<file path="config.mk">
export PLATFORM = sky130hd
export DESIGN_NAME = fib_data_forward
export DESIGN_NICKNAME = d
export VERILOG_FILES = /design/src/rtl/ndn_pkg.sv /design/src/rtl/fib_data_forward.sv
export VERILOG_INCLUDE_DIRS = /design/src /design/src/rtl
export SDC_FILE = /design/constraint.sdc
export NUM_CORES = 1
export LEC_CHECK = 0
export BUFFER_PORTS_ARGS = -buffer_cell sky130_fd_sc_hd__clkbuf_2
export CAP_MARGIN = 0
export CORE_AREA = 2 2 131 95
export DETAILED_ROUTE_END_ITERATION = 7
export DIE_AREA = 0 0 133 97
export PLACE_DENSITY = 0.76
export SLEW_MARGIN = 15
export SYNTH_ARGS = -nofsm -noshare
export SYNTH_HDL_FRONTEND = slang
export SYNTH_SLANG_ARGS = --single-unit
</file>
<file path="constraint.sdc">
create_clock -name clk -period 6.15 [get_ports clk]
set_input_delay 1.23 -clock clk [delete_from_list [all_inputs] [get_ports clk]]
set_output_delay 1.23 -clock clk [all_outputs]
set_load 0.05 [all_outputs]
</file>
<file path="src/rtl/ndn_macros.svh">
`ifndef NDN_MACROS_SVH
`define NDN_MACROS_SVH

// Name prefix width, left-aligned in the word
`define FIB_PREFIX_W 64

// Prefix length field width
`define FIB_LEN_W 6

// Bucket index width of the prefix hash
`define FIB_HASH_W 10

// One table row per possible prefix length
`define FIB_LENGTHS 64

// Payload bytes carried by each data packet
// Small value for short simulations
`define FIB_PAYLOAD_BYTES 64

`endif
</file>
<file path="src/rtl/ndn_pkg.sv">
`default_nettype none

package ndn_pkg;

`include "ndn_macros.svh"

    // Datapath types
    typedef logic [`FIB_PREFIX_W-1:0] prefix_t;
    typedef logic [`FIB_LEN_W-1:0]    prefix_len_t;
    typedef logic [`FIB_HASH_W-1:0]   fib_hash_t;
    typedef logic [7:0]               byte_t;

    // Insertion FSM
    typedef enum logic [1:0] {
        ins_idle,
        ins_hash_wait,
        ins_write_bit
    } insert_state_e;

    // Longest-prefix-match FSM
    typedef enum logic [1:0] {
        lpm_idle,
        lpm_hash_wait,
        lpm_probe,
        lpm_done
    } lpm_state_e;

    // Forwarding FSM toward the PIT
    typedef enum logic [1:0] {
        fwd_idle,
        fwd_offer,
        fwd_await_pit,
        fwd_transfer
    } fwd_state_e;

endpackage

`default_nettype wire

</file>
<file path="src/rtl/fib_data_forward.sv">
`timescale 1ns/10ps
`default_nettype none

`include "ndn_macros.svh"

module fib_data_forward import ndn_pkg::*; (
    input  logic        clk,
    input  logic        rst,
    input  logic        data_ready,
    input  logic        rejected,
    input  logic        start_send_to_pit,
    input  prefix_t     data_in_prefix,
    input  prefix_len_t data_in_len,
    input  byte_t       data_in,
    output prefix_t     pit_out_prefix,
    output prefix_len_t pit_out_len,
    output logic        prefix_ready,
    output logic        ready_for_data,
    output logic        out_valid,
    output byte_t       out_data
);

    localparam int cnt_w = $clog2(`FIB_PAYLOAD_BYTES);
    localparam logic [cnt_w-1:0] last_byte = cnt_w'(`FIB_PAYLOAD_BYTES - 1);

    fwd_state_e       state;
    prefix_t          prefix_q;
    prefix_len_t      len_q;
    logic [cnt_w-1:0] byte_cnt;

    // PIT accept, a reject in the same cycle overrides it
    assign ready_for_data = (state == fwd_await_pit) && start_send_to_pit && !rejected;

    always_ff @(posedge clk or posedge rst) begin
        if (rst) begin
            state          <= fwd_idle;
            byte_cnt       <= '0;
            prefix_ready   <= 1'b0;
            pit_out_prefix <= '0;
            pit_out_len    <= '0;
            out_valid      <= 1'b0;
        end else begin
            // Offer lasts one cycle, outputs read zero otherwise
            prefix_ready   <= (state == fwd_offer);
            pit_out_prefix <= (state == fwd_offer) ? prefix_q : '0;
            pit_out_len    <= (state == fwd_offer) ? len_q : '0;
            // Valid follows each sampled byte by one cycle
            out_valid      <= (state == fwd_transfer);
            case (state)
                fwd_idle: begin
                    if (data_ready) begin
                        state <= fwd_offer;
                    end
                end
                fwd_offer: state <= fwd_await_pit;
                // PIT may take any number of cycles to answer
                fwd_await_pit: begin
                    if (rejected) begin
                        state <= fwd_idle;
                    end else if (start_send_to_pit) begin
                        byte_cnt <= '0;
                        state    <= fwd_transfer;
                    end
                end
                // One byte per cycle, no stalls
                fwd_transfer: begin
                    if (byte_cnt == last_byte) begin
                        byte_cnt <= '0;
                        state    <= fwd_idle;
                    end else begin
                        byte_cnt <= byte_cnt + 1'b1;
                    end
                end
                default: state <= fwd_idle;
            endcase
        end
    end

    // Name of the packet being forwarded
    always_ff @(posedge clk) begin
        if (state == fwd_idle && data_ready) begin
            prefix_q <= data_in_prefix;
            len_q    <= data_in_len;
        end
    end

    // Payload output register
    always_ff @(posedge clk) begin
        if (state == fwd_transfer) begin
            out_data <= data_in;
        end
    end

    // Offer and payload phases never overlap
    a_offer_vs_payload : assert property (
        @(posedge clk) disable iff (rst)
        prefix_ready |-> !out_valid
    ) else $error("fib_data_forward: prefix_ready during payload transfer");

endmodule

`default_nettype wire

</file>
==> metrics.txt <==
CTS resizes=0; fin cells=about 630; initial core utilization=between 40% and 50%; die width=133 µm; library cells used by synthesis=33; Seq pwr share=47.9%; Antenna Violating Nets Remaining=0; initial antenna violation count=0; fin crit share=about 50%; Yosys top cell area share=between 40% and 50%; Int Power=1.90 mW; FF+latch count, synth=between 150 and 200; Final WS setup=just over 3000 ps; Crit Path Max Fanout=3; Clock power frac=roughly 40%; gr ovfl total=0; Tot Pwr=roughly 2.5 mW; number of vias per cell=4.49; Post-DP Area=6120 µm²; CTS Hold Bufs=0; Synth Area in Adders=less than 1%; synthesized area=roughly 5000 µm²; clock sink count=approximately 160; Synth Instances=approximately 280; I/O pins=~160; vias in the first global route=just under 3000; mux contribution to synthesized area=less than 1%; Worst slew margin=34.4%; Peak VDD IR=between 200 and 250 µV; Skew-Pair Late Insertion Delay=just under 400 ps; Fmax achieved=about 0.32 GHz; htree depth=4; commonest non-fill, non-tap cell in the layout=clkbuf_2; CTS clock-pin slew for the worst setup and hold paths=around 60 ps; critical path class=in2out; Initial DRT Pass Iterations=4; DR DRC count=0; Worst Max-Slew Pin Slew=~1000 ps; Starting DRT DRC Count=around 120; Post-CTS Setup Repair Bufs=0; power share of the combinational group=11.9%; Max Buffers Root-to-Sink=2; syn nets=approximately 370; final hold violations=0; switch share=24.6%; pwr dens=375 nW/µm²; GRT Overall Usage=between 10% and 20%; DP HPWL=~6200 µm; Final Instance Area=roughly 6700 µm²; Fin Setup TNS=0 ps; layout cells sized above 1=between 40 and 50%; Placed Cells=roughly 600; nets=540; Arrival @ worst endpoint=about 1900 ps; crit path capture type=output port; compound-cell area share of the yosys netlist=between 2 and 2.5%; xor-xnor portion of the synthesized cell area=0%; Area growth syn-to-layout=31.5%; Leak=approximately 3.2 nW; min cycle time layout=~3100 ps; max-cap violations=0; Post-Synth Simple-Gate Area=10.9%; cell taking the most area after synthesis=edfxtp_1; first-pass GRT wire length=14400 µm; RSZ-0062 raised after global routing=false; HP Class=reg2reg; vias=roughly 2800; Final setup viols=0; full die area=12900 µm²; core area=between 10000 and 15000 µm²; YS warnings=0; I/O Buffers=~160; largest net degree at the start of global routing=81; Worst Setup Start Kind=primary input; CTS buffer count=17; largest family of logic cells by synthesized area=simple AND/OR/NAND/NOR gates; hold slack=445 ps; final core occ=about three fifths; Slew Limit Fails=0; Seq/Total Area, Yosys=a little over four fifths; Wirelength per Cell=between 10 and 15 µm; Clock Skew=approximately 7.1 ps; CP Data Required Time=about 4900 ps; Die H=97 µm; most frequent cells in the layout=clkbuf_2, dfrtp_1, edfxtp_1; top area cells in the synthesized netlist=edfxtp_1, dfrtp_1, and2_1, clkbuf_1, o211ai_1; ant diodes=0; Setup Slack @ Placement=slightly above 3000 ps; cell row count=33; net switching power=about 0.62 mW; outcome=finished clean; post-synthesis average cell area=18.2 µm²; Root Driver=clkbuf_16; Placer Congestion=roughly 0.78; final WL=about 9100 µm; CTS tree=done
## registers in the layout (all words and copies together), names as in the netlist
signal          cells
prefix_ready        1
pit_out_prefix     64
out_valid           1
byte_cnt            6
out_data            8
prefix_q           64
len_q               6
state               2
pit_out_len         6
## layout make-up
class	count	area, µm²
flip-flops and latches	158	4340
multi-input cells	108	732
fillers	904	4780
clock buffers	21	440
clock inverters	11	144
inverters	5	20.0
repair buffers	166	858
well taps	157	196
## power by group through the flow
stage                     Clock (mW)  Sequential (mW)  Combinational, mW
after floorplan                    0             1.33              0.107
after global placement             0             1.23              0.291
after detailed placement           0             1.23              0.300
after CTS                       1.03             1.21              0.301
after global routing            1.09             1.22              0.325
final                           1.01             1.21              0.301
## per-layer routing
layer,GRT usage [%],vias to the layer above,part of all wire (%)
li1,-,1321,-
met1,17.8,1359,42
met2,24.0,120,50
met3,5.35,12,6.5
met4,6.12,0,1.5
met5,0,-,0
## path summary, 6_finish.rpt
check	start	end	slack [ps]	depth (start not counted)
worst max-delay path	rejected	ready_for_data	3060	4
worst min-delay path	prefix_q[57]$_DFFE_PP_	pit_out_prefix[57]$_DFF_PP0_	450	1
worst max register to register	state[1]$_DFFE_PP0P_	prefix_q[51]$_DFFE_PP_	4220	2
worst min register to register	prefix_q[57]$_DFFE_PP_	pit_out_prefix[57]$_DFF_PP0_	450	1
max in group asynchronous	rst	pit_out_prefix[6]$_DFF_PP0_	4400	3
min in group asynchronous	rst	pit_out_prefix[43]$_DFF_PP0_	1140	3
## worst max-delay path, stage by stage
cell and delay [ps]:
clkbuf_2 100, nand2b_1 150, nor2_1 100, clkbuf_2 280
## cells by family (layout without fill, tap and decap cells)
family	Yosys count	count (layout)
muxes	2	2
and+or+nand+nor	89	89
DFF	158	158
buffers and inverters	15	203
AOI/OAI and AO/OA	16	16
adders and majority gates	1	1
## cell usage after synthesis
| master | instances |
|---|---|
| o221ai_1 | 1 |
| a22o_1 | 1 |
| and2_1 | 70 |
| nor2_1 | 1 |
| mux2i_1 | 2 |
| and2b_2 | 1 |
| o211ai_1 | 3 |
| or4_1 | 1 |
| nand3b_1 | 1 |
| o21ai_0 | 3 |
| a2bb2oi_1 | 1 |
| nand4_1 | 1 |
| nand2_1 | 3 |
| inv_1 | 5 |
| o21a_1 | 1 |
| buf_2 | 2 |
| a21oi_1 | 1 |
| and3_2 | 1 |
| a211o_1 | 1 |
| ha_1 | 1 |
| nand2b_1 | 2 |
| and4b_2 | 1 |
| nand3_1 | 2 |
| clkbuf_1 | 6 |
| nor2b_1 | 3 |
| dfrtp_1 | 80 |
| o2111ai_1 | 2 |
| nor3b_1 | 1 |
| buf_4 | 2 |
| a22o_2 | 1 |
| nand3_2 | 1 |
| o21bai_1 | 1 |
| edfxtp_1 | 78 |
(Power assumes the default switching activity.)
