$ cat config.mk
export PLATFORM = sky130hd
export DESIGN_NAME = fib_lpm_flat
export DESIGN_NICKNAME = d
export VERILOG_FILES = /design/src/rtl/ndn_pkg.sv /design/src/rtl/fib_store_if.sv /design/src/rtl/fib_lpm.sv /design/src/rtl/prefix_hash.sv /design/src/flat_wrapper.sv
export VERILOG_INCLUDE_DIRS = /design/src /design/src/rtl
export SDC_FILE = /design/constraint.sdc
export NUM_CORES = 1
export LEC_CHECK = 0
export ABC_AREA = 1
export BUFFER_PORTS_ARGS = -buffer_cell sky130_fd_sc_hd__buf_2
export CAP_MARGIN = 20
export CELL_PAD_IN_SITES_DETAIL_PLACEMENT = 1
export CELL_PAD_IN_SITES_GLOBAL_PLACEMENT = 1
export CORE_ASPECT_RATIO = 0.75
export CORE_MARGIN = 1.5
export CORE_UTILIZATION = 38
export CTS_BUF_LIST = sky130_fd_sc_hd__clkbuf_2 sky130_fd_sc_hd__clkbuf_4 sky130_fd_sc_hd__clkbuf_8
export CTS_CLUSTER_DIAMETER = 40
export DETAILED_ROUTE_END_ITERATION = 7
export MAX_ROUTING_LAYER = met4
export PLACE_DENSITY = 0.83
export SYNTH_ARGS = -nofsm -noshare
export SYNTH_HDL_FRONTEND = slang
export SYNTH_SLANG_ARGS = --single-unit
$ cat constraint.sdc
create_clock -name clk -period 3.8 [get_ports clk]
set_input_delay 0.19 -clock clk [delete_from_list [all_inputs] [get_ports clk]]
set_output_delay 0.19 -clock clk [all_outputs]
set_load 0.02 [all_outputs]
$ cat src/rtl/ndn_macros.svh
`ifndef NDN_MACROS_SVH
`define NDN_MACROS_SVH

// Name prefix width, left-aligned in the word
`define FIB_PREFIX_W 64

// Prefix length field width
`define FIB_LEN_W 6

// Bucket index width of the prefix hash
`define FIB_HASH_W 10

// One table row per possible prefix length
`define FIB_LENGTHS 64

// Payload bytes carried by each data packet
// Small value for short simulations
`define FIB_PAYLOAD_BYTES 64

`endif
$ cat src/rtl/ndn_pkg.sv
`default_nettype none

package ndn_pkg;

`include "ndn_macros.svh"

    // Datapath types
    typedef logic [`FIB_PREFIX_W-1:0] prefix_t;
    typedef logic [`FIB_LEN_W-1:0]    prefix_len_t;
    typedef logic [`FIB_HASH_W-1:0]   fib_hash_t;
    typedef logic [7:0]               byte_t;

    // Insertion FSM
    typedef enum logic [1:0] {
        ins_idle,
        ins_hash_wait,
        ins_write_bit
    } insert_state_e;

    // Longest-prefix-match FSM
    typedef enum logic [1:0] {
        lpm_idle,
        lpm_hash_wait,
        lpm_probe,
        lpm_done
    } lpm_state_e;

    // Forwarding FSM toward the PIT
    typedef enum logic [1:0] {
        fwd_idle,
        fwd_offer,
        fwd_await_pit,
        fwd_transfer
    } fwd_state_e;

endpackage

`default_nettype wire

$ cat src/rtl/fib_store_if.sv
`timescale 1ns/10ps
`default_nettype none

interface fib_store_if import ndn_pkg::*; ();

    // Write port, one bit set per strobe
    logic        wr_en;
    prefix_len_t wr_len;
    fib_hash_t   wr_hash;

    // Read port, hit is combinational from the table
    prefix_len_t rd_len;
    fib_hash_t   rd_hash;
    logic        rd_hit;

    // Insertion side
    modport writer (
        output wr_en,
        output wr_len,
        output wr_hash
    );

    // Lookup side
    modport reader (
        output rd_len,
        output rd_hash,
        input  rd_hit
    );

    // Presence-bit table
    modport store (
        input  wr_en,
        input  wr_len,
        input  wr_hash,
        input  rd_len,
        input  rd_hash,
        output rd_hit
    );

endinterface

`default_nettype wire

$ cat src/rtl/fib_lpm.sv
`timescale 1ns/10ps
`default_nettype none

module fib_lpm import ndn_pkg::*; (
    input  logic         clk,
    input  logic         rst,
    input  logic         fib_out_bit,
    input  prefix_t      pit_in_prefix,
    input  prefix_len_t  pit_in_len,
    fib_store_if.reader  rd,
    output prefix_t      longest_matching_prefix,
    output prefix_len_t  longest_matching_prefix_len,
    output logic         match_valid
);

    lpm_state_e  state;
    prefix_t     req_prefix;
    prefix_len_t probe_len;
    fib_hash_t   hash;
    logic        probe_found;
    logic        probe_end;

    // Private hash unit, hashes the request at the current probe length
    prefix_hash u_hash (
        .clk    (clk),
        .rst    (rst),
        .prefix (req_prefix),
        .len    (probe_len),
        .hash   (hash)
    );

    // Store read address follows the probe
    assign rd.rd_len  = probe_len;
    assign rd.rd_hash = hash;

    // Length 0 never counts as a hit
    assign probe_found = rd.rd_hit && (probe_len != '0);

    // Stop on a hit, or when no shorter length is left
    assign probe_end = probe_found || (probe_len <= prefix_len_t'(1));

    always_ff @(posedge clk or posedge rst) begin
        if (rst) begin
            state                       <= lpm_idle;
            probe_len                   <= '0;
            longest_matching_prefix     <= '0;
            longest_matching_prefix_len <= '0;
        end else begin
            case (state)
                // Request length is the first probe
                lpm_idle: begin
                    if (fib_out_bit) begin
                        probe_len <= pit_in_len;
                        state     <= lpm_hash_wait;
                    end
                end
                // Hash of (prefix, probe_len) registers here
                lpm_hash_wait: state <= lpm_probe;
                lpm_probe: begin
                    if (probe_end) begin
                        // Prefix goes back unmasked, length 0 when nothing hit
                        longest_matching_prefix     <= req_prefix;
                        longest_matching_prefix_len <= probe_found ? probe_len : '0;
                        state                       <= lpm_done;
                    end else begin
                        // Miss, try one bit shorter
                        probe_len <= probe_len - prefix_len_t'(1);
                        state     <= lpm_hash_wait;
                    end
                end
                lpm_done: state <= lpm_idle;
                default:  state <= lpm_idle;
            endcase
        end
    end

    // Request prefix held for the whole search
    always_ff @(posedge clk) begin
        if (state == lpm_idle && fib_out_bit) begin
            req_prefix <= pit_in_prefix;
        end
    end

    // One-cycle result strobe
    assign match_valid = (state == lpm_done);

    // Search only walks toward shorter prefixes
    a_probe_len_down : assert property (
        @(posedge clk) disable iff (rst)
        (state != lpm_idle) |=> (probe_len <= $past(probe_len))
    ) else $error("fib_lpm: probe length increased during a search");

endmodule

`default_nettype wire

$ cat src/rtl/prefix_hash.sv
`timescale 1ns/10ps
`default_nettype none

`include "ndn_macros.svh"

module prefix_hash import ndn_pkg::*; (
    input  logic        clk,
    input  logic        rst,
    input  prefix_t     prefix,
    input  prefix_len_t len,
    output fib_hash_t   hash
);

    prefix_t   masked;
    fib_hash_t folded;
    fib_hash_t hash_next;

    // Keep only the top len bits of the prefix
    // A length of 0 clears the whole word
    assign masked = prefix & ~({`FIB_PREFIX_W{1'b1}} >> len);

    // Fold into 10-bit chunks from bit 0 upward
    // The short top chunk lands in the low bits, zero-extended
    always_comb begin
        folded = '0;
        for (int b = 0; b < `FIB_PREFIX_W; b++) begin
            folded[b % `FIB_HASH_W] = folded[b % `FIB_HASH_W] ^ masked[b];
        end
    end

    // Length mixed in so equal masked words at different lengths spread apart
    assign hash_next = folded ^ fib_hash_t'(len);

    // One cycle of latency, hash of edge-n inputs valid after edge n
    always_ff @(posedge clk or posedge rst) begin
        if (rst) begin
            hash <= '0;
        end else begin
            hash <= hash_next;
        end
    end

endmodule

`default_nettype wire

$ cat src/flat_wrapper.sv
// flat-port wrapper written by rule: the top's interface ports become plain ports
module fib_lpm_flat import ndn_pkg::*;
  (clk, rst, fib_out_bit, pit_in_prefix, pit_in_len, longest_matching_prefix, longest_matching_prefix_len, match_valid, rd_rd_len, rd_rd_hash, rd_rd_hit);
  fib_store_if rd_i ();
  input  logic clk;
  input  logic rst;
  input  logic fib_out_bit;
  input  prefix_t pit_in_prefix;
  input  prefix_len_t pit_in_len;
  output prefix_t longest_matching_prefix;
  output prefix_len_t longest_matching_prefix_len;
  output logic match_valid;
  output wire logic [$bits(rd_i.rd_len)-1:0] rd_rd_len;
  output wire logic [$bits(rd_i.rd_hash)-1:0] rd_rd_hash;
  input wire logic [$bits(rd_i.rd_hit)-1:0] rd_rd_hit;
  assign rd_rd_len = rd_i.rd_len;
  assign rd_rd_hash = rd_i.rd_hash;
  assign rd_i.rd_hit = rd_rd_hit;
  fib_lpm u_core (.clk(clk), .rst(rst), .fib_out_bit(fib_out_bit), .pit_in_prefix(pit_in_prefix), .pit_in_len(pit_in_len), .rd(rd_i), .longest_matching_prefix(longest_matching_prefix), .longest_matching_prefix_len(longest_matching_prefix_len), .match_valid(match_valid));
endmodule
==> results.yml <==
status:
  run_status: "finished, final reports clean"
clock_tree:
  cts_tree: "built"
  cts_buffers: 17
  clk_latency_ns: 0.47
  cts.sinks: 152
  htree_levels: 4
  path_clk_slew_ns: 0.08
  root_buffer: "clkbuf_8"
  clockBufferDepth: 2
sta:
  rsz0062_at_grt: "false"
  slew_headroom_pct: 44.6
  fin_tns_setup_ns: 0
  max_freq_mhz: 364
  timing.hold.ws_ns: 0.0255
  timing.final.crit_share_pct: 72.4
  setup_violations: 0
  skew_ns: 0.0172
  hold_viol: 0
  tightest_slew_ns: 0.829
  maxSlewViolCount: 0
  period_needed_ns: 2.75
finish:
  nFillCells: 2118
  final_nets: 1064
  drive_gt1_share_pct: 21.9
  area_growth_pct: 29.9
  utilization_pct: 50.5
  design_area_um2: 8940
place:
  placed_area_um2: 7890
  gp_congestion: 0.861
  io_buffer_count: 160
  dp_hpwl_mm: 15.1
power:
  leakage_nw: 4.44
  p_comb_share_pct: 46.7
  p_total_mw: 7.57
  clkPwrFrac_pct: 16.1
  switching_share_pct: 46.8
  seq_power_share_pct: 37.3
  internal-power_mw: 4.02
  p_sw_mw: 3.54
  p_per_area_nw_per_um2: 847
  peakVddDrop_v: 0.000262
hold_path:
  hold_class: "primary input to flop"
  hold_path_end: "u_core.rd.rd_len[2]$_DFFE_PP0P_"
  min_from: "pit_in_len[2]"
  hold_depth: 3
floorplan:
  placementRows: 42
  initial_core_util_pct: 38.9
  die_area_um2: 18900
  io_pins: 161
  fp.dieH_um: 120
  core_area_um2: 17700
  die_x_um: 158
global_route:
  use_met2_pct: 41.0
  antenna_found_initial: 1
  grt_usage_pct: 25.7
  gr-total-overflow: 0
  grtUsageMet3_pct: 4.95
  top_usage_layer: "met2"
  grt_max_degree: 53
  grt_pass1_vias: 6479
  met1_usage_pct: 32.8
  grt_first_pass_wirelength_mm: 34.9
yosys:
  seq_area_frac_synth_pct: 59.9
  synth_area_um2: 6880
  synth_cell_types: 29
  synth_top_area_share_pct: 32.0
  synth_area_per_cell_um2: 9.09
  yosysTopAreaCell: "dfrtp_1"
  synth_area_leaders: "dfrtp_1 32%, edfxtp_1 28%, nand2_1 17%"
  synth_fp_nets: 838
  ys_ff_latch: 152
  yosysWarnings: 0
  syn_inst: 757
routing:
  drt_iter0_drc: 461
  drtAntennaViolNets: 0
  avgViaCountPerCell: 4.87
  vias: 6037
  routed_wl_mm: 22.2
  drc_errors: 0
  drt-wirelength-per-cell_um: 17.9
  drt-pass1-iter-count: 5
setup_path:
  path_class: "flop to flop"
  worst_setup_path_end_kind: "flop"
  timing.rr.start: "u_core.rd.rd_len[1]$_DFFE_PP0P_"
  cpPeakStageDelay_ns: 0.57
  r2r_setup_slack_ns: 1.05
  required_ns: 4.17
  timing.rr.end: "u_core.longest_matching_prefix[39]$_DFFE_PP0P_"
  cp_cell_sequence: "inv_1 -> ha_1 -> nand2_1 -> nor2_2 -> nand2_2 -> nand3_2 -> nand2_2 -> inv_2 -> buf_4 -> nand2_1 -> o21ai_0"
  rr_worst_depth: 11
  cp_slowest_cell: "dfrtp_1"
  startpoint_type: "flop"
  cp_max_fo: 43
  worstPathArrival_ns: 3.12
run:
  cap_violations: 0
[state kept, by name (all words and copies together) (netlist names)]
register,flops
u_core.u_hash.hash,10
u_core.longest_matching_prefix,64
u_core.req_prefix,64
u_core.longest_matching_prefix_len,6
u_core.rd.rd_len,6
u_core.state,2
[through the flow]
step	cells	setup slack, ns
final	1239	1.05
after floorplan	757	0.112
after global routing	1239	0.781
after global placement	1139	1.20
after CTS	1238	1.08
after detailed placement	1139	1.10
[kinds of logic after synthesis]
family                     Yosys count  synth area share (%)
and+or+nand+nor                    413                  24.5
DFF                                152                  59.9
buffers and inverters               92                  6.09
AOI/OAI and AO/OA                   76                  5.95
xor gates and xnor gates            17                  2.27
adders and majority gates            7                  1.27
[worst max-delay path, delay by kind of cell, from the launching register on]
kind                       cells  cell delay [ns]
buffers and inverters          3             0.93
AOI/OAI and AO/OA              1             0.10
and+or+nand+nor                6             0.85
DFF                            1             0.57
adders and majority gates      1             0.17
[timing repair]
item | 4_1_cts | 5_1_grt
gates resized for setup | 0 | 0
hold buffers | 67 | 0
buffers inserted | 0 | 0
hold endpoints to repair | 87 | 0
[how the worst max path moves through the flow]
stage,end,from,cells after the start
6_report,u_core.longest_matching_prefix[39]$_DFFE_PP0P_,u_core.rd.rd_len[1]$_DFFE_PP0P_,11
5_1_grt,u_core.longest_matching_prefix[39]$_DFFE_PP0P_,u_core.rd.rd_len[1]$_DFFE_PP0P_,11
4_1_cts,u_core.longest_matching_prefix[39]$_DFFE_PP0P_,u_core.rd.rd_len[0]$_DFFE_PP0P_,11
3_5_place_dp,u_core.state[1]$_DFFE_PP0P_,u_core.rd.rd_len[0]$_DFFE_PP0P_,10
3_3_place_gp,u_core.state[1]$_DFFE_PP0P_,u_core.rd.rd_len[0]$_DFFE_PP0P_,10
2_1_floorplan,u_core.req_prefix[0]$_DFFE_PP_,u_core.state[0]$_DFFE_PP0P_,3
[cell usage after synthesis, drive strengths merged]
cell type,instances
a21oi,7
a31oi,1
buf,25
clkbuf,3
dfrtp,88
edfxtp,64
ha,7
inv,64
nand2,313
nand3,51
nand3b,6
nand4,8
nor2,35
o2111ai,1
o211ai,4
o21a,1
o21ai,62
xnor2,3
xor2,14
[final cells by class]
type	count	area [um^2]	area share, %
Sequential cell	152	4120	46.1
Timing Repair Buffer	235	1540	17.3
Tap cell	242	303	3.39
Inverter	64	241	2.70
Clock buffer	21	283	3.16
Clock inverter	11	97.6	1.09
Multi-Input combinational cell	513	2340	26.2
Antenna cell	1	2.50	0.0280
[placed cells by master (no fill, tap or decap), drive strengths merged]
cell type    netlist  final
nand3b             6      6
xor2              14     14
clkinv             0      4
buf               25    168
nand4              8      8
xnor2              3      3
inv               64     64
dlygate4sd3        0     67
dfrtp             88     88
nand2            313    313
o21a               1      1
bufinv             0      1
edfxtp            64     64
nand3             51     51
ha                 7      7
nor2              35     35
diode              0      1
clkbuf             3     21
o211ai             4      4
a21oi              7      7
o21ai             62     62
clkinvlp           0      6
o2111ai            1      1
a31oi              1      1
[routing by layer]
layer / part of all wire, % / vias up
li1: - / 2880
met1: 45 / 2969
met2: 48 / 152
met3: 4.6 / 36
met4: 2.3 / 0
met5: 0 / -
[power by group through the flow]
stage               sequential (mW)  combinational (mW)  clock (mW)
floorplan                      3.22                1.91           0
global placement               2.83                3.32           0
finish                         2.82                3.53        1.21
detailed placement             2.83                3.45           0
global route                   2.89                3.97        1.30
CTS                            2.81                3.53        1.23
Power figures use the tool's default switching activity.
