### src/rtl/ndn_macros.svh
`ifndef NDN_MACROS_SVH
`define NDN_MACROS_SVH

// Name prefix width, left-aligned in the word
`define FIB_PREFIX_W 64

// Prefix length field width
`define FIB_LEN_W 6

// Bucket index width of the prefix hash
`define FIB_HASH_W 10

// One table row per possible prefix length
`define FIB_LENGTHS 64

// Payload bytes carried by each data packet
// Small value for short simulations
`define FIB_PAYLOAD_BYTES 64

`endif
### src/rtl/ndn_pkg.sv
`default_nettype none

package ndn_pkg;

`include "ndn_macros.svh"

    // Datapath types
    typedef logic [`FIB_PREFIX_W-1:0] prefix_t;
    typedef logic [`FIB_LEN_W-1:0]    prefix_len_t;
    typedef logic [`FIB_HASH_W-1:0]   fib_hash_t;
    typedef logic [7:0]               byte_t;

    // Insertion FSM
    typedef enum logic [1:0] {
        ins_idle,
        ins_hash_wait,
        ins_write_bit
    } insert_state_e;

    // Longest-prefix-match FSM
    typedef enum logic [1:0] {
        lpm_idle,
        lpm_hash_wait,
        lpm_probe,
        lpm_done
    } lpm_state_e;

    // Forwarding FSM toward the PIT
    typedef enum logic [1:0] {
        fwd_idle,
        fwd_offer,
        fwd_await_pit,
        fwd_transfer
    } fwd_state_e;

endpackage

`default_nettype wire

### src/rtl/fib_store_if.sv
`timescale 1ns/10ps
`default_nettype none

interface fib_store_if import ndn_pkg::*; ();

    // Write port, one bit set per strobe
    logic        wr_en;
    prefix_len_t wr_len;
    fib_hash_t   wr_hash;

    // Read port, hit is combinational from the table
    prefix_len_t rd_len;
    fib_hash_t   rd_hash;
    logic        rd_hit;

    // Insertion side
    modport writer (
        output wr_en,
        output wr_len,
        output wr_hash
    );

    // Lookup side
    modport reader (
        output rd_len,
        output rd_hash,
        input  rd_hit
    );

    // Presence-bit table
    modport store (
        input  wr_en,
        input  wr_len,
        input  wr_hash,
        input  rd_len,
        input  rd_hash,
        output rd_hit
    );

endinterface

`default_nettype wire

### src/rtl/fib_insert.sv
`timescale 1ns/10ps
`default_nettype none

module fib_insert import ndn_pkg::*; (
    input  logic         clk,
    input  logic         rst,
    input  logic         data_ready,
    input  prefix_t      data_in_prefix,
    input  prefix_len_t  data_in_len,
    fib_store_if.writer  wr
);

    insert_state_e state;
    prefix_t       prefix_q;
    prefix_len_t   len_q;
    fib_hash_t     hash;

    // Control path
    always_ff @(posedge clk or posedge rst) begin
        if (rst) begin
            state <= ins_idle;
        end else begin
            case (state)
                // New packets only accepted here
                ins_idle: begin
                    if (data_ready) begin
                        state <= ins_hash_wait;
                    end
                end
                // Hash register loads on this edge
                ins_hash_wait: state <= ins_write_bit;
                // Bit set on this edge, back to idle
                ins_write_bit: state <= ins_idle;
                default:       state <= ins_idle;
            endcase
        end
    end

    // Capture the arriving name while waiting
    always_ff @(posedge clk) begin
        if (state == ins_idle && data_ready) begin
            prefix_q <= data_in_prefix;
            len_q    <= data_in_len;
        end
    end

    // Private hash unit for the insert path
    prefix_hash u_hash (
        .clk    (clk),
        .rst    (rst),
        .prefix (prefix_q),
        .len    (len_q),
        .hash   (hash)
    );

    // Write strobe decoded straight from the state
    assign wr.wr_en   = (state == ins_write_bit);
    assign wr.wr_len  = len_q;
    assign wr.wr_hash = hash;

    // Each insertion sets exactly one bit
    a_single_write : assert property (
        @(posedge clk) disable iff (rst)
        wr.wr_en |=> !wr.wr_en
    ) else $error("fib_insert: wr_en held longer than one cycle");

endmodule

`default_nettype wire

### src/rtl/prefix_hash.sv
`timescale 1ns/10ps
`default_nettype none

`include "ndn_macros.svh"

module prefix_hash import ndn_pkg::*; (
    input  logic        clk,
    input  logic        rst,
    input  prefix_t     prefix,
    input  prefix_len_t len,
    output fib_hash_t   hash
);

    prefix_t   masked;
    fib_hash_t folded;
    fib_hash_t hash_next;

    // Keep only the top len bits of the prefix
    // A length of 0 clears the whole word
    assign masked = prefix & ~({`FIB_PREFIX_W{1'b1}} >> len);

    // Fold into 10-bit chunks from bit 0 upward
    // The short top chunk lands in the low bits, zero-extended
    always_comb begin
        folded = '0;
        for (int b = 0; b < `FIB_PREFIX_W; b++) begin
            folded[b % `FIB_HASH_W] = folded[b % `FIB_HASH_W] ^ masked[b];
        end
    end

    // Length mixed in so equal masked words at different lengths spread apart
    assign hash_next = folded ^ fib_hash_t'(len);

    // One cycle of latency, hash of edge-n inputs valid after edge n
    always_ff @(posedge clk or posedge rst) begin
        if (rst) begin
            hash <= '0;
        end else begin
            hash <= hash_next;
        end
    end

endmodule

`default_nettype wire

### src/flat_wrapper.sv
// flat-port wrapper written by rule: the top's interface ports become plain ports
module fib_insert_flat import ndn_pkg::*;
  (clk, rst, data_ready, data_in_prefix, data_in_len, wr_wr_en, wr_wr_len, wr_wr_hash);
  fib_store_if wr_i ();
  input  logic clk;
  input  logic rst;
  input  logic data_ready;
  input  prefix_t data_in_prefix;
  input  prefix_len_t data_in_len;
  output wire logic [$bits(wr_i.wr_en)-1:0] wr_wr_en;
  output wire logic [$bits(wr_i.wr_len)-1:0] wr_wr_len;
  output wire logic [$bits(wr_i.wr_hash)-1:0] wr_wr_hash;
  assign wr_wr_en = wr_i.wr_en;
  assign wr_wr_len = wr_i.wr_len;
  assign wr_wr_hash = wr_i.wr_hash;
  fib_insert u_core (.clk(clk), .rst(rst), .data_ready(data_ready), .data_in_prefix(data_in_prefix), .data_in_len(data_in_len), .wr(wr_i));
endmodule
### config.mk
export PLATFORM = sky130hd
export DESIGN_NAME = fib_insert_flat
export DESIGN_NICKNAME = d
export VERILOG_FILES = /design/src/rtl/ndn_pkg.sv /design/src/rtl/fib_store_if.sv /design/src/rtl/fib_insert.sv /design/src/rtl/prefix_hash.sv /design/src/flat_wrapper.sv
export VERILOG_INCLUDE_DIRS = /design/src /design/src/rtl
export SDC_FILE = /design/constraint.sdc
export NUM_CORES = 1
export LEC_CHECK = 0
export BUFFER_PORTS_ARGS = -buffer_cell sky130_fd_sc_hd__buf_2
export CAP_MARGIN = 20
export CORE_MARGIN = 8
export CORE_UTILIZATION = 54
export DETAILED_ROUTE_END_ITERATION = 6
export HOLD_SLACK_MARGIN = 0.06
export MAX_ROUTING_LAYER = met4
export PLACE_DENSITY = 0.8
export SLEW_MARGIN = 20
export SYNTH_ARGS = -nofsm -noshare
export SYNTH_HDL_FRONTEND = slang
export SYNTH_SLANG_ARGS = --single-unit
### constraint.sdc
create_clock -name clk -period 8.9 [get_ports clk]
set_clock_uncertainty 0.2 [all_clocks]
set_input_delay 0.89 -clock clk [delete_from_list [all_inputs] [get_ports clk]]
set_output_delay 0.89 -clock clk [all_outputs]
set_load 0.01 [all_outputs]
==> results of run 1 <==
==> layer usage <==
metal	track usage	vias to the layer above	part of all wire
met4	0.06644	0	0.017
met2	0.2802	139	0.48
met3	0.04124	16	0.073
li1	-	1373	-
met1	0.2443	1441	0.43
met5	-	-	0
==> layout by cell type (no fill, tap or decap), types with 2 or more instances in the layout <==
master / instances
nor2_1: 11
buf_2: 88
and3_1: 4
or4_1: 3
nor2b_1: 6
a311oi_1: 3
buf_4: 4
a22o_1: 3
o2111ai_1: 2
mux2i_1: 3
a211oi_1: 3
a21o_1: 3
a22oi_1: 3
nor3b_1: 3
bufinv_16: 2
and3b_1: 3
xnor3_1: 5
inv_1: 4
a21boi_0: 2
and4b_1: 2
o22ai_1: 4
nand2_1: 15
o21a_1: 4
a21oi_1: 12
a31oi_1: 7
xor2_1: 8
nand3b_1: 2
xnor2_1: 12
clkbuf_1: 2
edfxtp_1: 69
clkbuf_8: 10
o211ai_1: 8
o21ai_0: 20
nand3_1: 13
nand4_1: 5
dfrtp_1: 12
nand4b_1: 4
o31ai_1: 4
or2_2: 3
==> metrics by stage <==
step	util	hold WS [ns]
floorplan	-	0.2402
global placement	0.6178	0.2725
detailed placement	0.6178	0.2903
CTS	0.6476	0.3010
global route	0.6476	0.3227
finish	0.6476	0.2953
==> path summary, 6_finish.rpt <==
kind | from | to | slack, ns | cells past startpoint
min reg2reg | u_core.state[1] | u_core.state[1] | 0.30 | 1
max in group asynchronous | rst | u_core.u_hash.hash[2] | 7.75 | 2
min in group asynchronous | rst | u_core.u_hash.hash[1] | 0.38 | 2
min | u_core.state[1] | u_core.state[1] | 0.30 | 1
max reg2reg | u_core.wr.wr_len[2] | u_core.u_hash.hash[7] | 6.00 | 5
max | u_core.wr.wr_len[2] | u_core.u_hash.hash[7] | 6.00 | 5
==> power by group <==
part,internal [mW],leakage [nW],switching (mW)
logic,0.0836,0.927,0.0976
clock network,0.165,0.108,0.127
registers,0.467,0.794,0.0294
==> critical path: stages, from the launching register on <==
cell and delay, ns:
edfxtp_1 1.03, o21ai_0 0.38, a21boi_0 0.44, xor2_1 0.12, a22oi_1 0.25, xnor3_1 0.35
==> area by class of cell <==
cell class / instances / area [um2]
inverters: 4 / 15.01
clock buffers: 12 / 145.1
repair buffers: 92 / 470.5
well taps: 99 / 123.9
fillers: 560 / 2529
clock inverters: 4 / 68.82
flip-flops and latches: 81 / 2372
multi-input cells: 204 / 1451
==> state kept, by name (all words and copies together), names as in the netlist <==
name,cells
u_core.prefix_q,63
u_core.state,2
u_core.u_hash.hash,10
u_core.wr.wr_len,6
==> kinds of logic after synthesis <==
kind of cell | share of synthesized area
AOI/OAI and AO/OA | 0.1554
and+or+nand+nor | 0.1233
DFF | 0.5977
buffers and inverters | 0.03783
xor gates and xnor gates | 0.07251
muxes | 0.01324
==> results_dict.tcl, run 1 <==
set metrics [dict create \
    cts_htree_levels 3 \
    core_um2 7176 \
    netlist_instances 312 \
    cp-start-kind "register" \
    ios 90 \
    crit_type "reg2reg" \
    drc 0 \
    clock.fmax_ghz 0.3447 \
    ys_seq_elements 81 \
    final_area_um2 4647 \
    synth-main-ff-cell "edfxtp_1" \
    dieArea_um2 10350 \
    grt_pass1_wl_um 14360 \
    relSlewSlack 0.3157 \
    ant_nets 0 \
    hp-class "reg2reg" \
    antenna_found_initial 0 \
    synth_edf_count 69 \
    setup_viol 0 \
    synthToLayoutAreaGrowth_pct 17.09 \
    endpoint_kind "register" \
    clk_pin_slew_ns 0.08 \
    numCtsBuffers 9 \
    yosysUniqueCellTypes 64 \
    dp_hpwl_um 6204 \
    die_h_um 101.7 \
    via_per_inst 5.986 \
    synthesis.nets 385 \
    dp_slack_ns 6.046 \
    yosys-top-cells-area "edfxtp_1, dfrtp_1, xnor3_1" \
    clockBufferDepth 2 \
    tns_ns 0 \
    final.period_utilization 0.3260 \
    crit_required_ns 8.93 \
    p_leak_nw 1.829 \
    final_cells 496 \
    place.gp.congestion 0.8188 \
    post-place-cells 480 \
    wire_per_inst_um 18.51 \
    syn_area_um2 3969 \
    fin_nets 465 \
    die_w_um 101.7 \
    wl_um 9180 \
    hold_viol 0 \
    synth_async_sr_flop_share 0.1481 \
    initialDrtViolationCount 237 \
    synth_most_common_cell "edfxtp_1" \
    cts_sinks 81 \
    cts_resized 0 \
    grt_overflow 0 \
    cp.arrival_ns 2.93 \
    root_buffer "clkbuf_8" \
    critPathMaxFanout 34 \
    yosys_warnings 0 \
    rsz0062_at_grt "false" \
    status "complete, no violations" \
    seq_area_frac_synth 0.5977 \
    place_area_um2 4433 \
    worstMarginPinSlew_ns 1.026 \
    insertion_delay_ns 0.35 \
    power_density_nw_per_um2 208.6 \
    synth_top_cell_by_area "edfxtp_1" \
    core.rowCount 31 \
    drv_cap 0 \
    drv_slew 0 \
    cts_setup_buffers 0 \
    grt_pass1_vias 2960 \
    fin_ws_ns 5.999 \
    synth.avg_cell_area_um2 12.72 \
    synth_common_cells "edfxtp_1, o21ai_0, nand2_1" \
    diodes 0 \
    num_vias 2969 \
    portBuffers 88 \
    p_total_uw 969.2 \
    start_util 0.5531 \
    yosys.area.top_type_share 0.5221 \
    drive_gt1_frac 0.2922 \
    gr-usage-all-layers 0.1871 \
    vdd_drop_max_mv 0.1181 \
    dr.pass1.iters 5 \
    cts_tree "done" \
    cts-hold-fix-buffers 0 \
    min_period_ns 2.901 \
    grt_max_degree 70 \
]
(Power assumes the default switching activity.)
==> inputs of run 2 (changes only) <==
--- a/config.mk
+++ b/config.mk
@@ -6,14 +6,15 @@
 export SDC_FILE = /design/constraint.sdc
 export NUM_CORES = 1
 export LEC_CHECK = 0
+export ABC_AREA = 1
 export BUFFER_PORTS_ARGS = -buffer_cell sky130_fd_sc_hd__buf_2
 export CAP_MARGIN = 20
 export CORE_MARGIN = 8
-export CORE_UTILIZATION = 54
+export CORE_UTILIZATION = 49
 export DETAILED_ROUTE_END_ITERATION = 6
 export HOLD_SLACK_MARGIN = 0.06
 export MAX_ROUTING_LAYER = met4
-export PLACE_DENSITY = 0.8
+export PLACE_DENSITY = 0.76
 export SLEW_MARGIN = 20
 export SYNTH_ARGS = -nofsm -noshare
 export SYNTH_HDL_FRONTEND = slang
==> constraint.sdc (replaced) <==
create_clock -name clk -period 2.6 [get_ports clk]
set_clock_uncertainty 0.2 [all_clocks]
set_input_delay 0.26 -clock clk [delete_from_list [all_inputs] [get_ports clk]]
set_output_delay 0.26 -clock clk [all_outputs]
set_load 0.01 [all_outputs]
==> results_dict.tcl, run 2 <==
set metrics [dict create \
    p_leak_nw 2.600 \
    worstMarginPinSlew_ns 0.5857 \
    num_vias 3669 \
    min_period_ns 2.228 \
    core_um2 8093 \
    cp-start-kind "register" \
    whs_ns 0.3127 \
    drive_gt1_frac 0.1884 \
    grt_overflow 0 \
    syn_area_um2 4015 \
    rsz0062_at_grt "false" \
    crit_type "reg2reg" \
    clock.fmax_ghz 0.4488 \
    synth_most_common_cell "nand2_1" \
    final_util 0.6778 \
    final.period_utilization 0.8570 \
    synth_common_cells "nand2_1, edfxtp_1, inv_1" \
    numCtsBuffers 9 \
    cts_setup_buffers 0 \
    synthToLayoutAreaGrowth_pct 36.62 \
    synth-main-ff-cell "edfxtp_1" \
    dr.pass1.iters 5 \
    largest_reg_flops 63 \
    synth_edf_count 69 \
    seq_area_frac_synth 0.5908 \
    insertion_delay_ns 0.36 \
    cts_sinks 81 \
    status "complete, no violations" \
    antenna_found_initial 0 \
    dp_hpwl_um 7241 \
    final_common_cell "nand2_1" \
    core.rowCount 33 \
    place.gp.congestion 0.8793 \
    grt_max_degree 70 \
    ios 90 \
    cts-hold-fix-buffers 71 \
    final_cell_mix "nand2_1, buf_2, dlygate4sd3_1" \
    cts_htree_levels 3 \
    synth_async_sr_flop_share 0.1481 \
    diodes 0 \
    fin_nets 689 \
    portBuffers 88 \
    yosys_warnings 0 \
    synthesis.nets 523 \
    synth_top_cell_by_area "edfxtp_1" \
    dieArea_um2 11350 \
    die_w_um 106.5 \
    relSlewSlack 0.6091 \
    largest-register "u_core.prefix_q" \
    endpoint_kind "register" \
    yosysUniqueCellTypes 28 \
    hold_viol 0 \
    cts_tree "done" \
    initialDrtViolationCount 247 \
    cp.arrival_ns 2.28 \
    power_density_nw_per_um2 586.5 \
    grt_pass1_wl_um 18080 \
    clk_pin_slew_ns 0.09 \
    tns_ns 0 \
    drv_cap 0 \
    netlist_instances 450 \
    yosys-top-cells-area "edfxtp_1, nand2_1, dfrtp_1" \
    ant_nets 0 \
    synth.avg_cell_area_um2 8.922 \
    wire_per_inst_um 15.05 \
    start_util 0.4961 \
    wl_um 10930 \
    critPathMaxFanout 11 \
    crit_required_ns 2.65 \
    root_buffer "clkbuf_8" \
    hp-class "in2async" \
    via_per_inst 5.054 \
    drv_slew 0 \
    clockBufferDepth 2 \
    setup_viol 0 \
    cts_resized 0 \
    drc 0 \
    vdd_drop_max_mv 0.3709 \
    grt_pass1_vias 3934 \
    die_h_um 106.5 \
    ys_seq_elements 81 \
    yosys.area.top_type_share 0.5160 \
    gr-usage-all-layers 0.2092 \
]
run 2: report_power, final:
part	switching, mW	internal [mW]
clock network	0.500	0.365
logic	0.410	0.298
registers	0.0692	1.58
run 2: cells by family after synthesis:
group / after synthesis / share of synthesized area
and+or+nand+nor: 248 / 0.2568
DFF: 81 / 0.5908
buffers and inverters: 69 / 0.06824
AOI/OAI and AO/OA: 38 / 0.05360
xor gates and xnor gates: 14 / 0.03054
run 2: layout make-up:
cell class	count	area [um2]
Inverter	62	232.7
Multi-Input combinational cell	300	1380
Fill cell	637	2608
Tap cell	105	131.4
Timing Repair Buffer	162	1186
Sequential cell	81	2372
Clock inverter	7	58.81
Clock buffer	9	123.9
run 2: critical path: stages (launching register included):
cell      delay [ns]
edfxtp_1        0.63
inv_1           0.24
nor2_1          0.25
nand2_1         0.14
a21boi_0        0.22
or2_2           0.16
nand2_1         0.05
nand2_1         0.07
nand2_1         0.05
nand2_1         0.05
nand2_1         0.05
run 2: worst paths after layout:
kind | start | endpoint | slack, ns | depth (start not counted)
min in group clk | u_core.state[1] | u_core.state[1] | 0.34 | 1
min reg2reg | u_core.state[1] | u_core.state[1] | 0.34 | 1
min | rst | u_core.u_hash.hash[2] | 0.31 | 3
max | u_core.wr.wr_len[2] | u_core.u_hash.hash[5] | 0.37 | 10
max reg2reg | u_core.wr.wr_len[2] | u_core.u_hash.hash[5] | 0.37 | 10
max in group asynchronous | rst | u_core.state[0] | 1.50 | 3
run 2: metrics by stage:
stage	worst slack [ns]	cell area [um2]	power [mW]	instances
2_1_floorplan	-0.2604	4026	2.064	450
3_3_place_gp	0.5152	4592	2.265	639
3_5_place_dp	0.4526	4592	2.291	639
4_1_cts	0.4242	5485	3.231	726
5_1_grt	0.1198	5485	3.384	726
6_report	0.3717	5485	3.217	726
run 2: metal layers:
| metal | part of all wire | vias to the layer above | GRT usage |
|---|---|---|---|
| met3 | 0.070 | 22 | 0.05626 |
| met1 | 0.39 | 1685 | 0.2230 |
| li1 | - | 1803 | - |
| met2 | 0.51 | 159 | 0.3619 |
| met5 | 0 | - | - |
| met4 | 0.022 | 0 | 0.08342 |
